===== config.mk =====
export PLATFORM = sky130hd
export DESIGN_NAME = core_top
export DESIGN_NICKNAME = d
export VERILOG_FILES = /design/src/rv_pkg.sv /design/src/core_top.sv /design/src/mem_wb_stage.sv /design/src/exec_unit.sv /design/src/imm_gen.sv /design/src/reg_file.sv /design/src/pipe_control.sv
export SDC_FILE = /design/constraint.sdc
export NUM_CORES = 2
export LEC_CHECK = 0
export BUFFER_PORTS_ARGS = -buffer_cell sky130_fd_sc_hd__buf_2
export CAP_MARGIN = 0
export CORE_MARGIN = 1
export CORE_UTILIZATION = 27
export CTS_CLUSTER_SIZE = 28
export DETAILED_ROUTE_END_ITERATION = 10
export MAX_ROUTING_LAYER = met4
export PLACE_DENSITY_LB_ADDON = 0.2
export SLEW_MARGIN = 30
export SYNTH_ARGS = -nofsm -noshare
export SYNTH_HDL_FRONTEND = slang
export SYNTH_SLANG_ARGS = --single-unit

===== constraint.sdc =====
create_clock -name clk -period 6.85 [get_ports clk]
set_input_delay 0.3425 -clock clk [delete_from_list [all_inputs] [get_ports clk]]
set_output_delay 0.3425 -clock clk [all_outputs]
set_load 0.05 [all_outputs]

===== src/rv_pkg.sv =====
package rv_pkg;

    ////////////////////////////////////////////////
    // basic vector types
    ////////////////////////////////////////////////
    typedef logic [31:0] word_t;     // data word or byte address
    typedef logic [31:0] instr_t;    // raw instruction
    typedef logic [4:0]  reg_addr_t; // register index

    // alu operation codes
    typedef enum logic [3:0] {
        ALU_ADD    = 4'd0,
        ALU_SUB    = 4'd1,
        ALU_AND    = 4'd2,
        ALU_OR     = 4'd3,
        ALU_XOR    = 4'd4,
        ALU_SLL    = 4'd5,
        ALU_SRL    = 4'd6,
        ALU_SRA    = 4'd7,
        ALU_SLTU   = 4'd8,
        ALU_SLT    = 4'd9,
        ALU_PASS_B = 4'd10 // lui
    } alu_op_e;

    typedef enum logic [2:0] {
        IMM_I, IMM_I_SHIFT, IMM_S, IMM_B, IMM_U, IMM_J
    } imm_sel_e;

    typedef enum logic [1:0] {
        WB_MEM, WB_ALU, WB_PC4, WB_NONE
    } wb_sel_e;

    typedef enum logic [1:0] {
        FWD_REG, FWD_WB, FWD_MEM
    } fwd_sel_e;

    typedef struct packed {
        alu_op_e alu_op;
        logic    a_sel;         // 1 = pc
        logic    b_sel;         // 1 = imm
        logic    branch_signed; // 0 for bltu/bgeu
    } ex_ctrl_t;

    typedef struct packed {
        fwd_sel_e fwd_a;
        fwd_sel_e fwd_b;
        fwd_sel_e fwd_store; // store data path
    } fwd_t;

    ////////////////////////////////////////////////
    // constants
    ////////////////////////////////////////////////
    localparam instr_t NOP_INSTR = 32'h0000_0013; // addi x0, x0, 0

    // major opcodes, instr[6:2]
    localparam logic [4:0] OPC_OP     = 5'b01100;
    localparam logic [4:0] OPC_OP_IMM = 5'b00100;
    localparam logic [4:0] OPC_LOAD   = 5'b00000;
    localparam logic [4:0] OPC_STORE  = 5'b01000;
    localparam logic [4:0] OPC_BRANCH = 5'b11000;
    localparam logic [4:0] OPC_JAL    = 5'b11011;
    localparam logic [4:0] OPC_JALR   = 5'b11001;
    localparam logic [4:0] OPC_AUIPC  = 5'b00101;
    localparam logic [4:0] OPC_LUI    = 5'b01101;

    localparam int DMEM_WORDS = 64;
    localparam int DMEM_AW    = $clog2(DMEM_WORDS); // word index bits

endpackage

===== src/core_top.sv =====
`timescale 1ns/1ps

module core_top (
    input  logic              clk,
    input  logic              rst_n,
    input  rv_pkg::instr_t    instr,
    input  rv_pkg::word_t     pc,
    output logic              jump,
    output rv_pkg::word_t     jump_target,
    output logic              rf_we,
    output rv_pkg::reg_addr_t rf_waddr,
    output rv_pkg::word_t     rf_wdata
);
    import rv_pkg::*;

    imm_sel_e imm_sel;
    ex_ctrl_t ex_ctrl;
    fwd_t     fwd;
    wb_sel_e  wb_sel;
    logic     dmem_we, br_eq, br_lt;
    word_t    rdata1, rdata2, imm;
    word_t    alu_mem, store_mem, pc4_mem;

    assign jump_target = alu_mem; // mem stage target

    pipe_control u_ctrl (
        .clk(clk), .rst_n(rst_n), .instr(instr), .br_eq(br_eq), .br_lt(br_lt),
        .imm_sel(imm_sel), .ex_ctrl(ex_ctrl), .fwd(fwd), .dmem_we(dmem_we),
        .wb_sel(wb_sel), .rf_we(rf_we), .rf_waddr(rf_waddr), .jump(jump)
    );

    // decode stage reads
    reg_file u_rf (
        .clk(clk), .rst_n(rst_n), .raddr1(instr[19:15]), .raddr2(instr[24:20]),
        .we(rf_we), .waddr(rf_waddr), .wdata(rf_wdata),
        .rdata1(rdata1), .rdata2(rdata2)
    );

    imm_gen u_imm (.instr(instr), .imm_sel(imm_sel), .imm(imm));

    exec_unit u_ex (
        .clk(clk), .rst_n(rst_n), .pc(pc), .rdata1(rdata1), .rdata2(rdata2),
        .imm(imm), .ex_ctrl(ex_ctrl), .fwd(fwd), .wb_data(rf_wdata),
        .br_eq(br_eq), .br_lt(br_lt), .alu_mem(alu_mem), .store_mem(store_mem),
        .pc4_mem(pc4_mem)
    );

    mem_wb_stage u_mem (
        .clk(clk), .rst_n(rst_n), .alu_mem(alu_mem), .store_mem(store_mem),
        .pc4_mem(pc4_mem), .dmem_we(dmem_we), .wb_sel(wb_sel), .rf_wdata(rf_wdata)
    );

endmodule


===== src/mem_wb_stage.sv =====
`timescale 1ns/1ps

module mem_wb_stage (
    input  logic            clk,
    input  logic            rst_n,
    input  rv_pkg::word_t   alu_mem,   // address or result
    input  rv_pkg::word_t   store_mem,
    input  rv_pkg::word_t   pc4_mem,
    input  logic            dmem_we,
    input  rv_pkg::wb_sel_e wb_sel,    // wb stage select
    output rv_pkg::word_t   rf_wdata
);
    import rv_pkg::*;

    word_t               dmem [DMEM_WORDS];
    logic  [DMEM_AW-1:0] dmem_idx;
    word_t               load_wb, alu_wb, pc4_wb;

    assign dmem_idx = alu_mem[DMEM_AW+1:2]; // word index

    // store lands at end of mem stage
    always_ff @(posedge clk) begin
        if (dmem_we)
            dmem[dmem_idx] <= store_mem;
    end

    always_ff @(posedge clk or negedge rst_n) begin
        if (!rst_n) begin
            load_wb <= '0;
            alu_wb  <= '0;
            pc4_wb  <= '0;
        end else begin
            load_wb <= dmem[dmem_idx]; // async read
            alu_wb  <= alu_mem;
            pc4_wb  <= pc4_mem;
        end
    end

    always_comb begin
        case (wb_sel)
            WB_MEM:  rf_wdata = load_wb;
            WB_ALU:  rf_wdata = alu_wb;
            WB_PC4:  rf_wdata = pc4_wb;
            default: rf_wdata = '0; // no write
        endcase
    end

    a_store_aligned: assert property (@(posedge clk) disable iff (!rst_n)
        dmem_we |-> alu_mem[1:0] == 2'b00);

endmodule


===== src/exec_unit.sv =====
`timescale 1ns/1ps

module exec_unit (
    input  logic             clk,
    input  logic             rst_n,
    input  rv_pkg::word_t    pc,      // decode stage pc
    input  rv_pkg::word_t    rdata1,
    input  rv_pkg::word_t    rdata2,
    input  rv_pkg::word_t    imm,
    input  rv_pkg::ex_ctrl_t ex_ctrl,
    input  rv_pkg::fwd_t     fwd,
    input  rv_pkg::word_t    wb_data, // writeback result
    output logic             br_eq,
    output logic             br_lt,
    output rv_pkg::word_t    alu_mem,
    output rv_pkg::word_t    store_mem,
    output rv_pkg::word_t    pc4_mem
);
    import rv_pkg::*;

    word_t pc_ex, rs1_ex, rs2_ex, imm_ex;
    word_t rs1_fwd, rs2_fwd, store_fwd;
    word_t op_a, op_b, alu_y;

    function automatic word_t fwd_mux(input fwd_sel_e sel, input word_t reg_val);
        case (sel)
            FWD_MEM: return alu_mem;
            FWD_WB:  return wb_data;
            default: return reg_val;
        endcase
    endfunction

    ////////////////////////////////////////////////
    // decode to execute
    ////////////////////////////////////////////////
    always_ff @(posedge clk or negedge rst_n) begin
        if (!rst_n) begin
            pc_ex  <= '0;
            rs1_ex <= '0;
            rs2_ex <= '0;
            imm_ex <= '0;
        end else begin
            pc_ex  <= pc;
            rs1_ex <= rdata1;
            rs2_ex <= rdata2;
            imm_ex <= imm;
        end
    end

    assign rs1_fwd   = fwd_mux(fwd.fwd_a, rs1_ex);
    assign rs2_fwd   = fwd_mux(fwd.fwd_b, rs2_ex);
    assign store_fwd = fwd_mux(fwd.fwd_store, rs2_ex);

    assign op_a = ex_ctrl.a_sel ? pc_ex : rs1_fwd;
    assign op_b = ex_ctrl.b_sel ? imm_ex : rs2_fwd;

    always_comb begin
        case (ex_ctrl.alu_op)
            ALU_SUB:    alu_y = op_a - op_b;
            ALU_AND:    alu_y = op_a & op_b;
            ALU_OR:     alu_y = op_a | op_b;
            ALU_XOR:    alu_y = op_a ^ op_b;
            ALU_SLL:    alu_y = op_a << op_b[4:0];
            ALU_SRL:    alu_y = op_a >> op_b[4:0];
            ALU_SRA:    alu_y = word_t'($signed(op_a) >>> op_b[4:0]);
            ALU_SLTU:   alu_y = {31'd0, op_a < op_b};
            ALU_SLT:    alu_y = {31'd0, $signed(op_a) < $signed(op_b)};
            ALU_PASS_B: alu_y = op_b; // lui
            default:    alu_y = op_a + op_b;
        endcase
    end

    // comparator sees forwarded regs, not alu inputs
    assign br_eq = (rs1_fwd == rs2_fwd);
    assign br_lt = ex_ctrl.branch_signed ? ($signed(rs1_fwd) < $signed(rs2_fwd))
                                         : (rs1_fwd < rs2_fwd);

    ////////////////////////////////////////////////
    // execute to memory
    ////////////////////////////////////////////////
    always_ff @(posedge clk or negedge rst_n) begin
        if (!rst_n) begin
            alu_mem   <= '0;
            store_mem <= '0;
            pc4_mem   <= '0;
        end else begin
            alu_mem   <= alu_y;
            store_mem <= store_fwd;
            pc4_mem   <= pc_ex + 32'd4; // link value
        end
    end

endmodule


===== src/imm_gen.sv =====
`timescale 1ns/1ps

module imm_gen (
    input  rv_pkg::instr_t   instr,
    input  rv_pkg::imm_sel_e imm_sel,
    output rv_pkg::word_t    imm
);
    import rv_pkg::*;

    logic sgn; // sign bit of every format

    assign sgn = instr[31];

    always_comb begin
        case (imm_sel)
            IMM_I:       imm = {{20{sgn}}, instr[31:20]};
            IMM_I_SHIFT: imm = {27'd0, instr[24:20]}; // shamt only
            IMM_S:       imm = {{20{sgn}}, instr[31:25], instr[11:7]};
            // branch offset, bit 0 implied
            IMM_B: begin
                imm = {{19{sgn}}, sgn, instr[7], instr[30:25], instr[11:8], 1'b0};
            end
            IMM_U:       imm = {instr[31:12], 12'd0};
            // jal offset, scrambled fields
            IMM_J: begin
                imm = {{11{sgn}}, sgn, instr[19:12], instr[20], instr[30:21], 1'b0};
            end
            default:     imm = '0;
        endcase
    end

endmodule


===== src/reg_file.sv =====
`timescale 1ns/1ps

module reg_file (
    input  logic              clk,
    input  logic              rst_n,
    input  rv_pkg::reg_addr_t raddr1,
    input  rv_pkg::reg_addr_t raddr2,
    input  logic              we,
    input  rv_pkg::reg_addr_t waddr,
    input  rv_pkg::word_t     wdata,
    output rv_pkg::word_t     rdata1,
    output rv_pkg::word_t     rdata2
);
    import rv_pkg::*;

    word_t regs [32]; // x0 entry never written

    always_ff @(posedge clk or negedge rst_n) begin
        if (!rst_n) begin
            for (int i = 0; i < 32; i++)
                regs[i] <= '0;
        end else if (we && waddr != '0) begin
            regs[waddr] <= wdata;
        end
    end

    // write-first bypass covers the distance-3 hazard
    assign rdata1 = (we && waddr != '0 && waddr == raddr1) ? wdata : regs[raddr1];
    assign rdata2 = (we && waddr != '0 && waddr == raddr2) ? wdata : regs[raddr2];

    a_x0_rd1: assert property (@(posedge clk) disable iff (!rst_n)
        raddr1 == '0 |-> rdata1 == '0);
    a_x0_rd2: assert property (@(posedge clk) disable iff (!rst_n)
        raddr2 == '0 |-> rdata2 == '0);

endmodule


===== src/pipe_control.sv =====
`timescale 1ns/1ps

module pipe_control (
    input  logic              clk,
    input  logic              rst_n,
    input  rv_pkg::instr_t    instr,   // decode stage
    input  logic              br_eq,   // from execute
    input  logic              br_lt,
    output rv_pkg::imm_sel_e  imm_sel,
    output rv_pkg::ex_ctrl_t  ex_ctrl,
    output rv_pkg::fwd_t      fwd,
    output logic              dmem_we,
    output rv_pkg::wb_sel_e   wb_sel,
    output logic              rf_we,
    output rv_pkg::reg_addr_t rf_waddr,
    output logic              jump
);
    import rv_pkg::*;

    instr_t    instr_ex, instr_mem, instr_wb; // per-stage copies
    logic      br_eq_mem, br_lt_mem;          // flags moved into mem
    logic      use_rs1, use_rs2;
    logic      we_mem, we_wb;
    reg_addr_t rd_mem, rd_wb;

    // opcodes per stage
    logic [4:0] opc_id, opc_ex, opc_mem, opc_wb;
    logic [2:0] f3_ex, f3_mem;

    assign opc_id  = instr[6:2];
    assign opc_ex  = instr_ex[6:2];
    assign opc_mem = instr_mem[6:2];
    assign opc_wb  = instr_wb[6:2];
    assign f3_ex   = instr_ex[14:12];
    assign f3_mem  = instr_mem[14:12];

    // true for every format that has rd
    function automatic logic writes_rd(input instr_t i);
        case (i[6:2])
            OPC_OP, OPC_OP_IMM, OPC_LOAD, OPC_JAL,
            OPC_JALR, OPC_AUIPC, OPC_LUI: return 1'b1;
            default:                      return 1'b0;
        endcase
    endfunction

    // shared by reg and imm arithmetic
    function automatic alu_op_e alu_decode(input logic [2:0] f3, input logic alt);
        case (f3)
            3'b000:  return alt ? ALU_SUB : ALU_ADD;
            3'b001:  return ALU_SLL;
            3'b010:  return ALU_SLT;
            3'b011:  return ALU_SLTU;
            3'b100:  return ALU_XOR;
            3'b101:  return alt ? ALU_SRA : ALU_SRL;
            3'b110:  return ALU_OR;
            default: return ALU_AND;
        endcase
    endfunction

    // mem stage wins over wb
    function automatic fwd_sel_e fwd_pick(input reg_addr_t rs, input logic used);
        fwd_sel_e sel;
        sel = FWD_REG;
        if (used && rs != '0) begin
            if (we_mem && rd_mem == rs)
                sel = FWD_MEM;
            else if (we_wb && rd_wb == rs)
                sel = FWD_WB;
        end
        return sel;
    endfunction

    ////////////////////////////////////////////////
    // control pipeline
    ////////////////////////////////////////////////
    always_ff @(posedge clk or negedge rst_n) begin
        if (!rst_n) begin
            instr_ex  <= NOP_INSTR;
            instr_mem <= NOP_INSTR;
            instr_wb  <= NOP_INSTR;
            br_eq_mem <= 1'b0;
            br_lt_mem <= 1'b0;
        end else begin
            instr_ex  <= instr;
            instr_mem <= instr_ex;
            instr_wb  <= instr_mem;
            br_eq_mem <= br_eq;
            br_lt_mem <= br_lt;
        end
    end

    // decode stage, immediate kind
    always_comb begin
        case (opc_id)
            OPC_OP_IMM: imm_sel = (instr[13:12] == 2'b01) ? IMM_I_SHIFT : IMM_I; // slli/srli/srai
            OPC_STORE:  imm_sel = IMM_S;
            OPC_BRANCH: imm_sel = IMM_B;
            OPC_JAL:    imm_sel = IMM_J;
            OPC_AUIPC,
            OPC_LUI:    imm_sel = IMM_U;
            default:    imm_sel = IMM_I; // load, jalr, don't care
        endcase
    end

    // execute stage controls and register usage
    always_comb begin
        ex_ctrl = '{alu_op: ALU_ADD, a_sel: 1'b0, b_sel: 1'b0, branch_signed: 1'b1};
        use_rs1 = 1'b0;
        use_rs2 = 1'b0;
        case (opc_ex)
            OPC_OP: begin
                ex_ctrl.alu_op = alu_decode(f3_ex, instr_ex[30]);
                use_rs1        = 1'b1;
                use_rs2        = 1'b1;
            end
            OPC_OP_IMM: begin
                // bit 30 only picks srai, never subi
                ex_ctrl.alu_op = alu_decode(f3_ex, instr_ex[30] && f3_ex == 3'b101);
                ex_ctrl.b_sel  = 1'b1;
                use_rs1        = 1'b1;
            end
            OPC_LOAD, OPC_JALR: begin
                ex_ctrl.b_sel = 1'b1; // rs1 + imm
                use_rs1       = 1'b1;
            end
            OPC_STORE: begin
                ex_ctrl.b_sel = 1'b1;
                use_rs1       = 1'b1;
                use_rs2       = 1'b1; // store data
            end
            OPC_BRANCH: begin
                ex_ctrl.a_sel         = 1'b1; // target pc + imm
                ex_ctrl.b_sel         = 1'b1;
                ex_ctrl.branch_signed = !f3_ex[1];
                use_rs1               = 1'b1;
                use_rs2               = 1'b1;
            end
            OPC_JAL, OPC_AUIPC: begin
                ex_ctrl.a_sel = 1'b1;
                ex_ctrl.b_sel = 1'b1;
            end
            OPC_LUI: begin
                ex_ctrl.alu_op = ALU_PASS_B;
                ex_ctrl.b_sel  = 1'b1;
            end
            default: ;
        endcase
    end

    ////////////////////////////////////////////////
    // forwarding
    ////////////////////////////////////////////////
    assign rd_mem = instr_mem[11:7];
    assign rd_wb  = instr_wb[11:7];
    assign we_mem = writes_rd(instr_mem) && rd_mem != '0;
    assign we_wb  = writes_rd(instr_wb) && rd_wb != '0;

    always_comb begin
        fwd.fwd_a     = fwd_pick(instr_ex[19:15], use_rs1);
        fwd.fwd_b     = FWD_REG;
        fwd.fwd_store = FWD_REG;
        if (opc_ex == OPC_STORE)
            fwd.fwd_store = fwd_pick(instr_ex[24:20], use_rs2); // data, not alu b
        else
            fwd.fwd_b = fwd_pick(instr_ex[24:20], use_rs2);
    end

    // memory stage
    assign dmem_we = (opc_mem == OPC_STORE);

    always_comb begin
        jump = 1'b0;
        case (opc_mem)
            OPC_JAL, OPC_JALR: jump = 1'b1;
            OPC_BRANCH: begin
                case (f3_mem)
                    3'b000:         jump = br_eq_mem;  // beq
                    3'b001:         jump = !br_eq_mem; // bne
                    3'b100, 3'b110: jump = br_lt_mem;  // blt, bltu
                    3'b101, 3'b111: jump = !br_lt_mem; // bge, bgeu
                    default:        jump = 1'b0;
                endcase
            end
            default: jump = 1'b0;
        endcase
    end

    // writeback stage
    always_comb begin
        case (opc_wb)
            OPC_LOAD:           wb_sel = WB_MEM;
            OPC_JAL, OPC_JALR:  wb_sel = WB_PC4;
            OPC_OP, OPC_OP_IMM,
            OPC_AUIPC, OPC_LUI: wb_sel = WB_ALU;
            default:            wb_sel = WB_NONE;
        endcase
    end

    assign rf_we    = we_wb; // x0 already masked
    assign rf_waddr = rd_wb;

    a_jump_known: assert property (@(posedge clk) disable iff (!rst_n) !$isunknown(jump));
    a_no_x0_write: assert property (@(posedge clk) disable iff (!rst_n)
        rf_we |-> rf_waddr != '0);

endmodule


[Word level (Yosys, flattened, before mapping)]
Memories as Yosys holds them, arrays and structs flattened. A register that Yosys moved wholly into a read port is not among the register bits.
Index checks and enable logic that the tools add are counted.
Storage, ports and cells
  register bits: 1372
  memories: 1
  bits in writable memories: 2048
  output and inout port bits: 71
Memory list
  u_mem.dmem: words 64, width 32, read ports 1, clocked after Yosys merged registers in 1, wr ports 1, line mem_wb_stage.sv:15  | word_t dmem [DMEM_WORDS];
Cells by class
  bitwise operators: 6
  add/sub/neg operators: 3
  reductions and logical operators: 40
  equal/unequal tests: 70
  shifts and indexed selects: 3
  $lt $le $gt $ge: 8
  muxes and demuxes: 49
Operators with widths (count)
  $bwmux 1024: 1
  $bmux 32 s5: 2
  $pmux 32 s10: 1
  $mux 32: 9
  $pmux 32 s2: 3
  $pmux 32 s6: 1
  $demux 32 s5: 1
  $lt 32x32->1: 4
  $pmux 32 s3: 1
  $pmux 4 s7: 2
  $eq 5x4->1 const B: 10
  $eq 5x5->1 const B: 10
  $eq 5x3->1 const B: 8
  $add 32x3->32 const B: 1
  $add 32x32->32: 1
  $and 32x32->32: 1
  $eq 32x32->1: 1
  $or 32x32->32: 1
  $shl 32x5->32: 1
  $shr 32x5->32: 1
  $sshr 32x5->32: 1
  $sub 32x32->32: 1
  $xor 32x32->32: 1
  $eq 5x5->1: 6
  other kinds (31): 110

[Logic depth before layout (Yosys ltp)]
  depth in word-level cells: 14
  mapped depth: 32
  depth with buffers taken out: 28

[Modules after synthesis]
Synthesis repeated with hierarchy kept, for this count alone.
Unflattened totals
  cell total of the unflattened synthesis: 10416
  area total of the unflattened synthesis: 155446.6 um2
By module, submodules not included
  mem_wb_stage: area each 80882.6 um2, cells each 4521, sequential area each 63901.3 um2, times used 1
  reg_file: area each 53415.0 um2, cells each 3483, sequential area each 25624.6 um2, times used 1
  exec_unit: area each 18692.9 um2, cells each 2166, sequential area each 5605.4 um2, times used 1
  pipe_control: area each 1999.4 um2, cells each 165, sequential area each 1229.9 um2, times used 1
  imm_gen: area each 456.7 um2, cells each 81, sequential area each 0.0 um2, times used 1

[Worst setup path after synthesis]
No wires, ideal clock.
  path type: register -> register
  start: register u_ctrl.instr_wb[4]
  end: register u_ex.alu_mem[29]
  setup time: 0.126 ns
  clock period less this slack: 6.981 ns
  setup slack: -0.131 ns
  path buffers: 6
  arrival: 6.855 ns
  stages on the path, launching flop included: 29
  path through: dfstp_2 nor3b_2 buf_2 buf_2 a211o_1 o41a_1 nand4_1 nor2_1 ha_1 clkbuf_1 nor2b_1 nor3_1 o21ai_1 nand2_1 buf_2 buf_1 clkbuf_1 ha_1 o21ba_2 o311ai_1 a31oi_1 a211oi_1 o31ai_1 a221o_1 a31oi_1 a21oi_1 o311ai_0 xor2_1 a221o_1
On the way
  longest elaborated chain between the ends: 14
RTL lines
  start: declaration: line pipe_control.sv:20  | instr_t instr_ex, instr_mem, instr_wb;
  start signal: assignment: line pipe_control.sv:86  | instr_wb <= instr_mem;
  $eq 5x4->1 (tied with other cells): line pipe_control.sv:39  | case (i[6:2])
  $reduce_or 7->1 (*): line pipe_control.sv:39
  $mux 1 (*): line pipe_control.sv:39
  $logic_and 1x1->1 (*): line pipe_control.sv:156  | assign we_wb = writes_rd(instr_wb) && rd_wb != '0;
  named net rf_we: line core_top.sv:10  | output logic rf_we,
  $logic_and 1x1->1: line pipe_control.sv:67  | else if (we_wb && rd_wb == rs)
  $mux 1: line pipe_control.sv:67
  $mux 2: line pipe_control.sv:65  | if (we_mem && rd_mem == rs)
  $mux 2: line pipe_control.sv:64  | if (used && rs != '0) begin
  $mux 2: line pipe_control.sv:162  | if (opc_ex == OPC_STORE)
  $eq 2x1->1 / $eq 2x2->1 (equally long branches): line exec_unit.sv:26  | case (sel)
  $pmux 32 s2: line exec_unit.sv:26
  $mux 32: line exec_unit.sv:55  | assign op_b = ex_ctrl.b_sel ? imm_ex : rs2_fwd;
  $add 32x32->32 (tied with other cells): line exec_unit.sv:69  | default: alu_y = op_a + op_b;
  $pmux 32 s10 (*): line exec_unit.sv:58  | case (ex_ctrl.alu_op)
  named net u_ex.alu_y[29]: line exec_unit.sv:23  | word_t op_a, op_b, alu_y;
  end signal: assignment: line exec_unit.sv:87  | alu_mem <= alu_y;
  end: declaration: line exec_unit.sv:15  | output rv_pkg::word_t alu_mem,
The timed path passes the listed nets; every way through them passes the cells marked *.
A chain may end at the register's enable or synchronous reset.

[Worst setup path in the final report]
  start: register u_ctrl.instr_wb[4]
  end: register u_ex.alu_mem[31]
On the way
  longest elaborated chain between the ends: 14
RTL lines (line)
  $eq 5x4->1 (tied with other cells): pipe_control.sv:39, pipe_control.sv:190
  $reduce_or 7->1: pipe_control.sv:39
  $mux 1: pipe_control.sv:39
  $logic_and 1x1->1: pipe_control.sv:156
  $logic_and 1x1->1: pipe_control.sv:67
  $mux 1: pipe_control.sv:67
  $mux 2: pipe_control.sv:65
  $mux 2: pipe_control.sv:64
  $mux 2: pipe_control.sv:162
  $eq 2x1->1 / $eq 2x2->1 (equally long branches): exec_unit.sv:26
  $pmux 32 s2: exec_unit.sv:26
  $mux 32: exec_unit.sv:55
  $add 32x32->32 (tied with other cells): exec_unit.sv:69
  $pmux 32 s10 (*): exec_unit.sv:58
  named net u_ex.alu_y[31]: exec_unit.sv:23
Marks and branches as above.

==> results by group <==
STA
  – Final setup vio count: 0
  – Worst Tran Pin Value: 1.21 ns
  – Max Clk Rate: 153 MHz
  – Worst slew margin: 0.183
  – Period utilization: 0.957
  – RSZ-0062 raised after global routing: false
  – Hold Slack: 0.0850 ns
  – Clock Skew: 0.0964 ns
  – Slew Viols, Final: 0
  – Hold Fails Final Rpt: 0
  – Post-layout minimum cycle time: 6.56 ns

Floorplanning
  – I/O pin total: 137
  – Site row count: 273
  – Initial core utilization: 0.271
  – Placeable Area: 0.553 mm²
  – Die height: 747 µm
  – Die ar.: 0.558 mm²
  – Die X: 747 µm

Synthesis
  – Adder-Cell Fraction of Synth Area: 0.0116
  – Number of synthesized flops with an enable pin: 2048
  – Compound-Gate Fraction of Synth Area: 0.136
  – Post-synthesis simple-gate area fraction: 0.0606
  – Register area share after synthesis: 0.643
  – Average size of a mapped cell: 13.6 µm²
  – Syn. warnings: 0
  – Synth Cell Area: 0.150 mm²
  – Netlist cell types: 92
  – Main combinational cell family by area after synthesis: compound AO/OA/AOI/OAI gates
  – Asr flop ratio synth: 0.405
  – Synthesized instance count: 11.0k
  – Xor/xnor share of the synthesized area: 0.00520
  – Synth area leaders: edfxtp_1 41%, dfrtp_1 23%, mux4_2 9.6%, a22oi_1 3.9%, a21oi_1 2.6%
  – Net count after synthesis: 11.2k
  – Area leader, netlist: edfxtp_1
  – Mux cell area share after synthesis: 0.115
  – Synth top area share: 0.411
  – Top FF cell, synth: edfxtp_1
  – Register bit total from synthesis: 3441

Setup path
  – CP Class: reg2reg
  – Arrival time at the worst endpoint: 7.41 ns
  – Critical Path Start Type: register
  – Max FO, Critical Path: 22
  – Critical path endpoint category: register
  – WP data required: 7.70 ns

Finish
  – Fill count: 54.4k
  – Synth-to-Final Area Change: 17.7%
  – Util after Layout: 0.319
  – Layout Nets: 11.5k
  – Multi-input logic area: 0.0502 mm²
  – FF/Latch Area: 0.0964 mm²
  – Ratio of cells with drive above 1 in the final layout: 0.196

Clocking
  – Clk buf depth: 4
  – Sink Count: 3441
  – Worst-skew pair later-pin latency: 1.03 ns
  – TritonCTS clock tree: built
  – H-tree Lvls: 5
  – Clock root buffer: clkbuf_16
  – Clk slew on worst S/H paths: 0.06 ns
  – TritonCTS Buffers: 384

Routing
  – Via-to-Cell Ratio: 5.37
  – DRC Markers: 0
  – Starting DRT DRC Count: 11.1k
  – Routed WL: 591000 µm
  – Wire per inst: 31.3 µm
  – Antenna Nets Post-Route: 0
  – Via count: 102k
  – Drt first pass iters: 7

Power and ir drop
  – LEAKAGE: 0.0642 µW
  – PwrDens: 342 mW/mm²
  – Peak supply drop: 0.218 mV

Global routing
  – Total gr overflow: 0
  – Total track usage: 0.211
  – First-pass GRT wire length: 818000 µm
  – Largest net degree at the start of global routing: 167
  – Antenna violations before repair: 47
  – Vias in the first global route: 100k

Flow run
  – Max-Cap Viols: 0

Hold path
  – Worst min path class: in2reg

Placed design
  – Placer congestion estimate: 0.929
  – IO buf count: 134
  – Detailed Place HPWL: 371000 µm

Outcome
  – Status: finished clean
[report_power, final]
group	internal, µW	switching, µW	total, µW
Combinational	4450	10000	14500
Clock	12200	8890	21000
Sequential	23600	1120	24700
Total	40200	20000	60200
[sequential cells by signal, indices dropped and copies added (netlist names)]
| register | cells |
|---|---|
| u_mem.dmem | 2048 |
| u_rf.regs | 1024 |
| u_ex.alu_mem | 32 |
| u_ex.imm_ex | 32 |
| u_ex.pc4_mem | 32 |
| u_ex.pc_ex | 32 |
| u_ex.rs1_ex | 32 |
| u_ex.rs2_ex | 32 |
| u_ex.store_mem | 32 |
| u_mem.alu_wb | 32 |
| u_mem.load_wb | 32 |
| u_mem.pc4_wb | 32 |
| u_ctrl.instr_ex | 24 |
| u_ctrl.instr_mem | 13 |
| u_ctrl.instr_wb | 10 |
| u_ctrl.br_eq_mem | 1 |
| u_ctrl.br_lt_mem | 1 |
[cells in the mapped netlist, drive strengths merged, types with 9 or more instances]
| library cell | count |
|---|---|
| a31oi | 182 |
| inv | 169 |
| a21boi | 30 |
| nor2 | 753 |
| nand2 | 858 |
| ha | 136 |
| or2 | 10 |
| nor3 | 36 |
| o21bai | 13 |
| a21o | 50 |
| nor4 | 16 |
| o211ai | 29 |
| a2111oi | 10 |
| and3 | 43 |
| nor2b | 33 |
| nand3 | 82 |
| nand2b | 50 |
| o21ai | 775 |
| o311ai | 10 |
| a211oi | 28 |
| o31ai | 9 |
| a221oi | 173 |
| xor2 | 35 |
| mux4 | 641 |
| nand4 | 150 |
| a22oi | 784 |
| dfrtp | 1390 |
| clkbuf | 780 |
| a211o | 10 |
| and2 | 30 |
| edfxtp | 2048 |
| o221ai | 17 |
| buf | 166 |
| a22o | 184 |
| o22ai | 26 |
| mux2i | 247 |
| mux2 | 22 |
| a21oi | 775 |
| xnor2 | 54 |
| or3 | 12 |
| o21a | 16 |
[kinds of logic (layout without fill, tap and decap cells)]
group,Yosys count,in the layout
adders and majority gates,138,138
DFF,3441,3441
xor gates and xnor gates,89,89
other,0,23
muxes,910,910
AOI/OAI and AO/OA,3178,3178
and+or+nand+nor,2104,2104
buffers and inverters,1117,1725
[metal layers]
layer / part of all wire / track usage / vias up / wire length (µm)
met4: 0.044 / 0.0781 / 0 / 25800
li1: - / - / 42929 / -
met5: 0 / - / - / 0
met3: 0.069 / 0.0314 / 937 / 40800
met1: 0.42 / 0.278 / 53372 / 248000
met2: 0.47 / 0.332 / 4294 / 277000
[final cells by class]
type	count	share of cell area
clock buffer	526	0.0604
clock inverter	187	0.0121
antenna	23	0.000326
timing repair buffer	841	0.0401
tap	7287	0.0517
sequential	3441	0.547
inverter	171	0.00371
multi-input combinational	6419	0.285
[through the flow]
stage / instances / instance area, µm² / worst slack, ns / TNS (ns) / total power, µW
2_1_floorplan: 10977 / 150000 / 0.119 / 0 / 31900
3_3_place_gp: 18062 / 162000 / -0.305 / -1.31 / 39100
3_5_place_dp: 18073 / 162000 / -0.199 / -0.605 / 39400
4_1_cts: 18867 / 176000 / 0.0645 / 0 / 60500
5_1_grt: 18882 / 176000 / 0.00213 / 0 / 62200
6_report: 18895 / 176000 / 0.294 / 0 / 60200
[worst max-delay path: stages (launching register included)]
cell and delay (ns):
dfstp_2 0.56, and4b_1 0.23, a211o_1 0.34, o41a_2 0.16, buf_4 0.17, and4_1 0.30, ha_2 0.67, buf_4 0.36
a21oi_1 0.10, a31oi_2 0.52, ha_1 0.35, nor4b_1 0.39, buf_4 0.18, and2_1 0.13, buf_4 0.13, nand3_1 0.17
o2111ai_1 0.36, buf_4 0.18, a41oi_1 0.13, o311ai_0 0.32, o21ai_0 0.18, xnor2_1 0.16, a221o_1 0.32
[path summary, 6_finish.rpt]
path / cells after the start / startpoint / slack [ns] / to
worst min-delay path: 2 / pc[19] / 0.08 / u_ex.pc_ex[19]
worst max-delay path: 22 / u_ctrl.instr_wb[4] / 0.29 / u_ex.alu_mem[31]
min in group asynchronous: 3 / rst_n / 0.47 / u_rf.regs[0]
worst min register to register: 0 / u_ex.pc4_mem[0] / 0.35 / u_mem.pc4_wb[0]
worst max register to register: 22 / u_ctrl.instr_wb[4] / 0.29 / u_ex.alu_mem[31]
max in group asynchronous: 6 / rst_n / 4.42 / u_ctrl.instr_wb[4]
[cell usage in the layout (no fill, tap or decap), types with 28 or more instances in the layout]
master	synthesis	final
dlygate4sd3_1	0	80
clkbuf_8	0	47
nand4_1	150	150
a31oi_1	181	176
nand3_1	82	80
a221oi_1	173	173
mux2i_1	245	231
nor2b_1	33	33
o21ai_0	752	743
xnor2_1	54	54
nand2b_1	50	50
a21oi_1	775	765
a22oi_1	784	784
dfrtp_1	1390	1358
buf_12	0	43
nand2_1	857	836
clkbuf_1	780	93
clkinv_1	1	46
edfxtp_1	2048	2048
clkinv_2	0	66
a21boi_0	30	29
nor2_1	752	644
buf_4	8	566
clkbuf_16	0	386
inv_1	156	156
bufinv_16	0	32
nor3_1	36	32
a22o_1	184	184
dfrtp_2	0	32
o211ai_1	29	29
xor2_1	35	35
o21ai_1	23	32
and3_1	43	42
mux4_2	641	641
ha_1	136	133
buf_2	36	123
nor2_2	1	28
and2_1	30	29
nor2_4	0	81
a21o_1	50	50
[repair_timing]
item	in CTS	in global routing
hold endpoints to repair	229	0
pin swaps	0	2
setup endpoints to repair	7	9
hold buffers	81	0
gates resized for setup	3	17
setup buffers	0	1
Power figures use the tool's default switching activity.
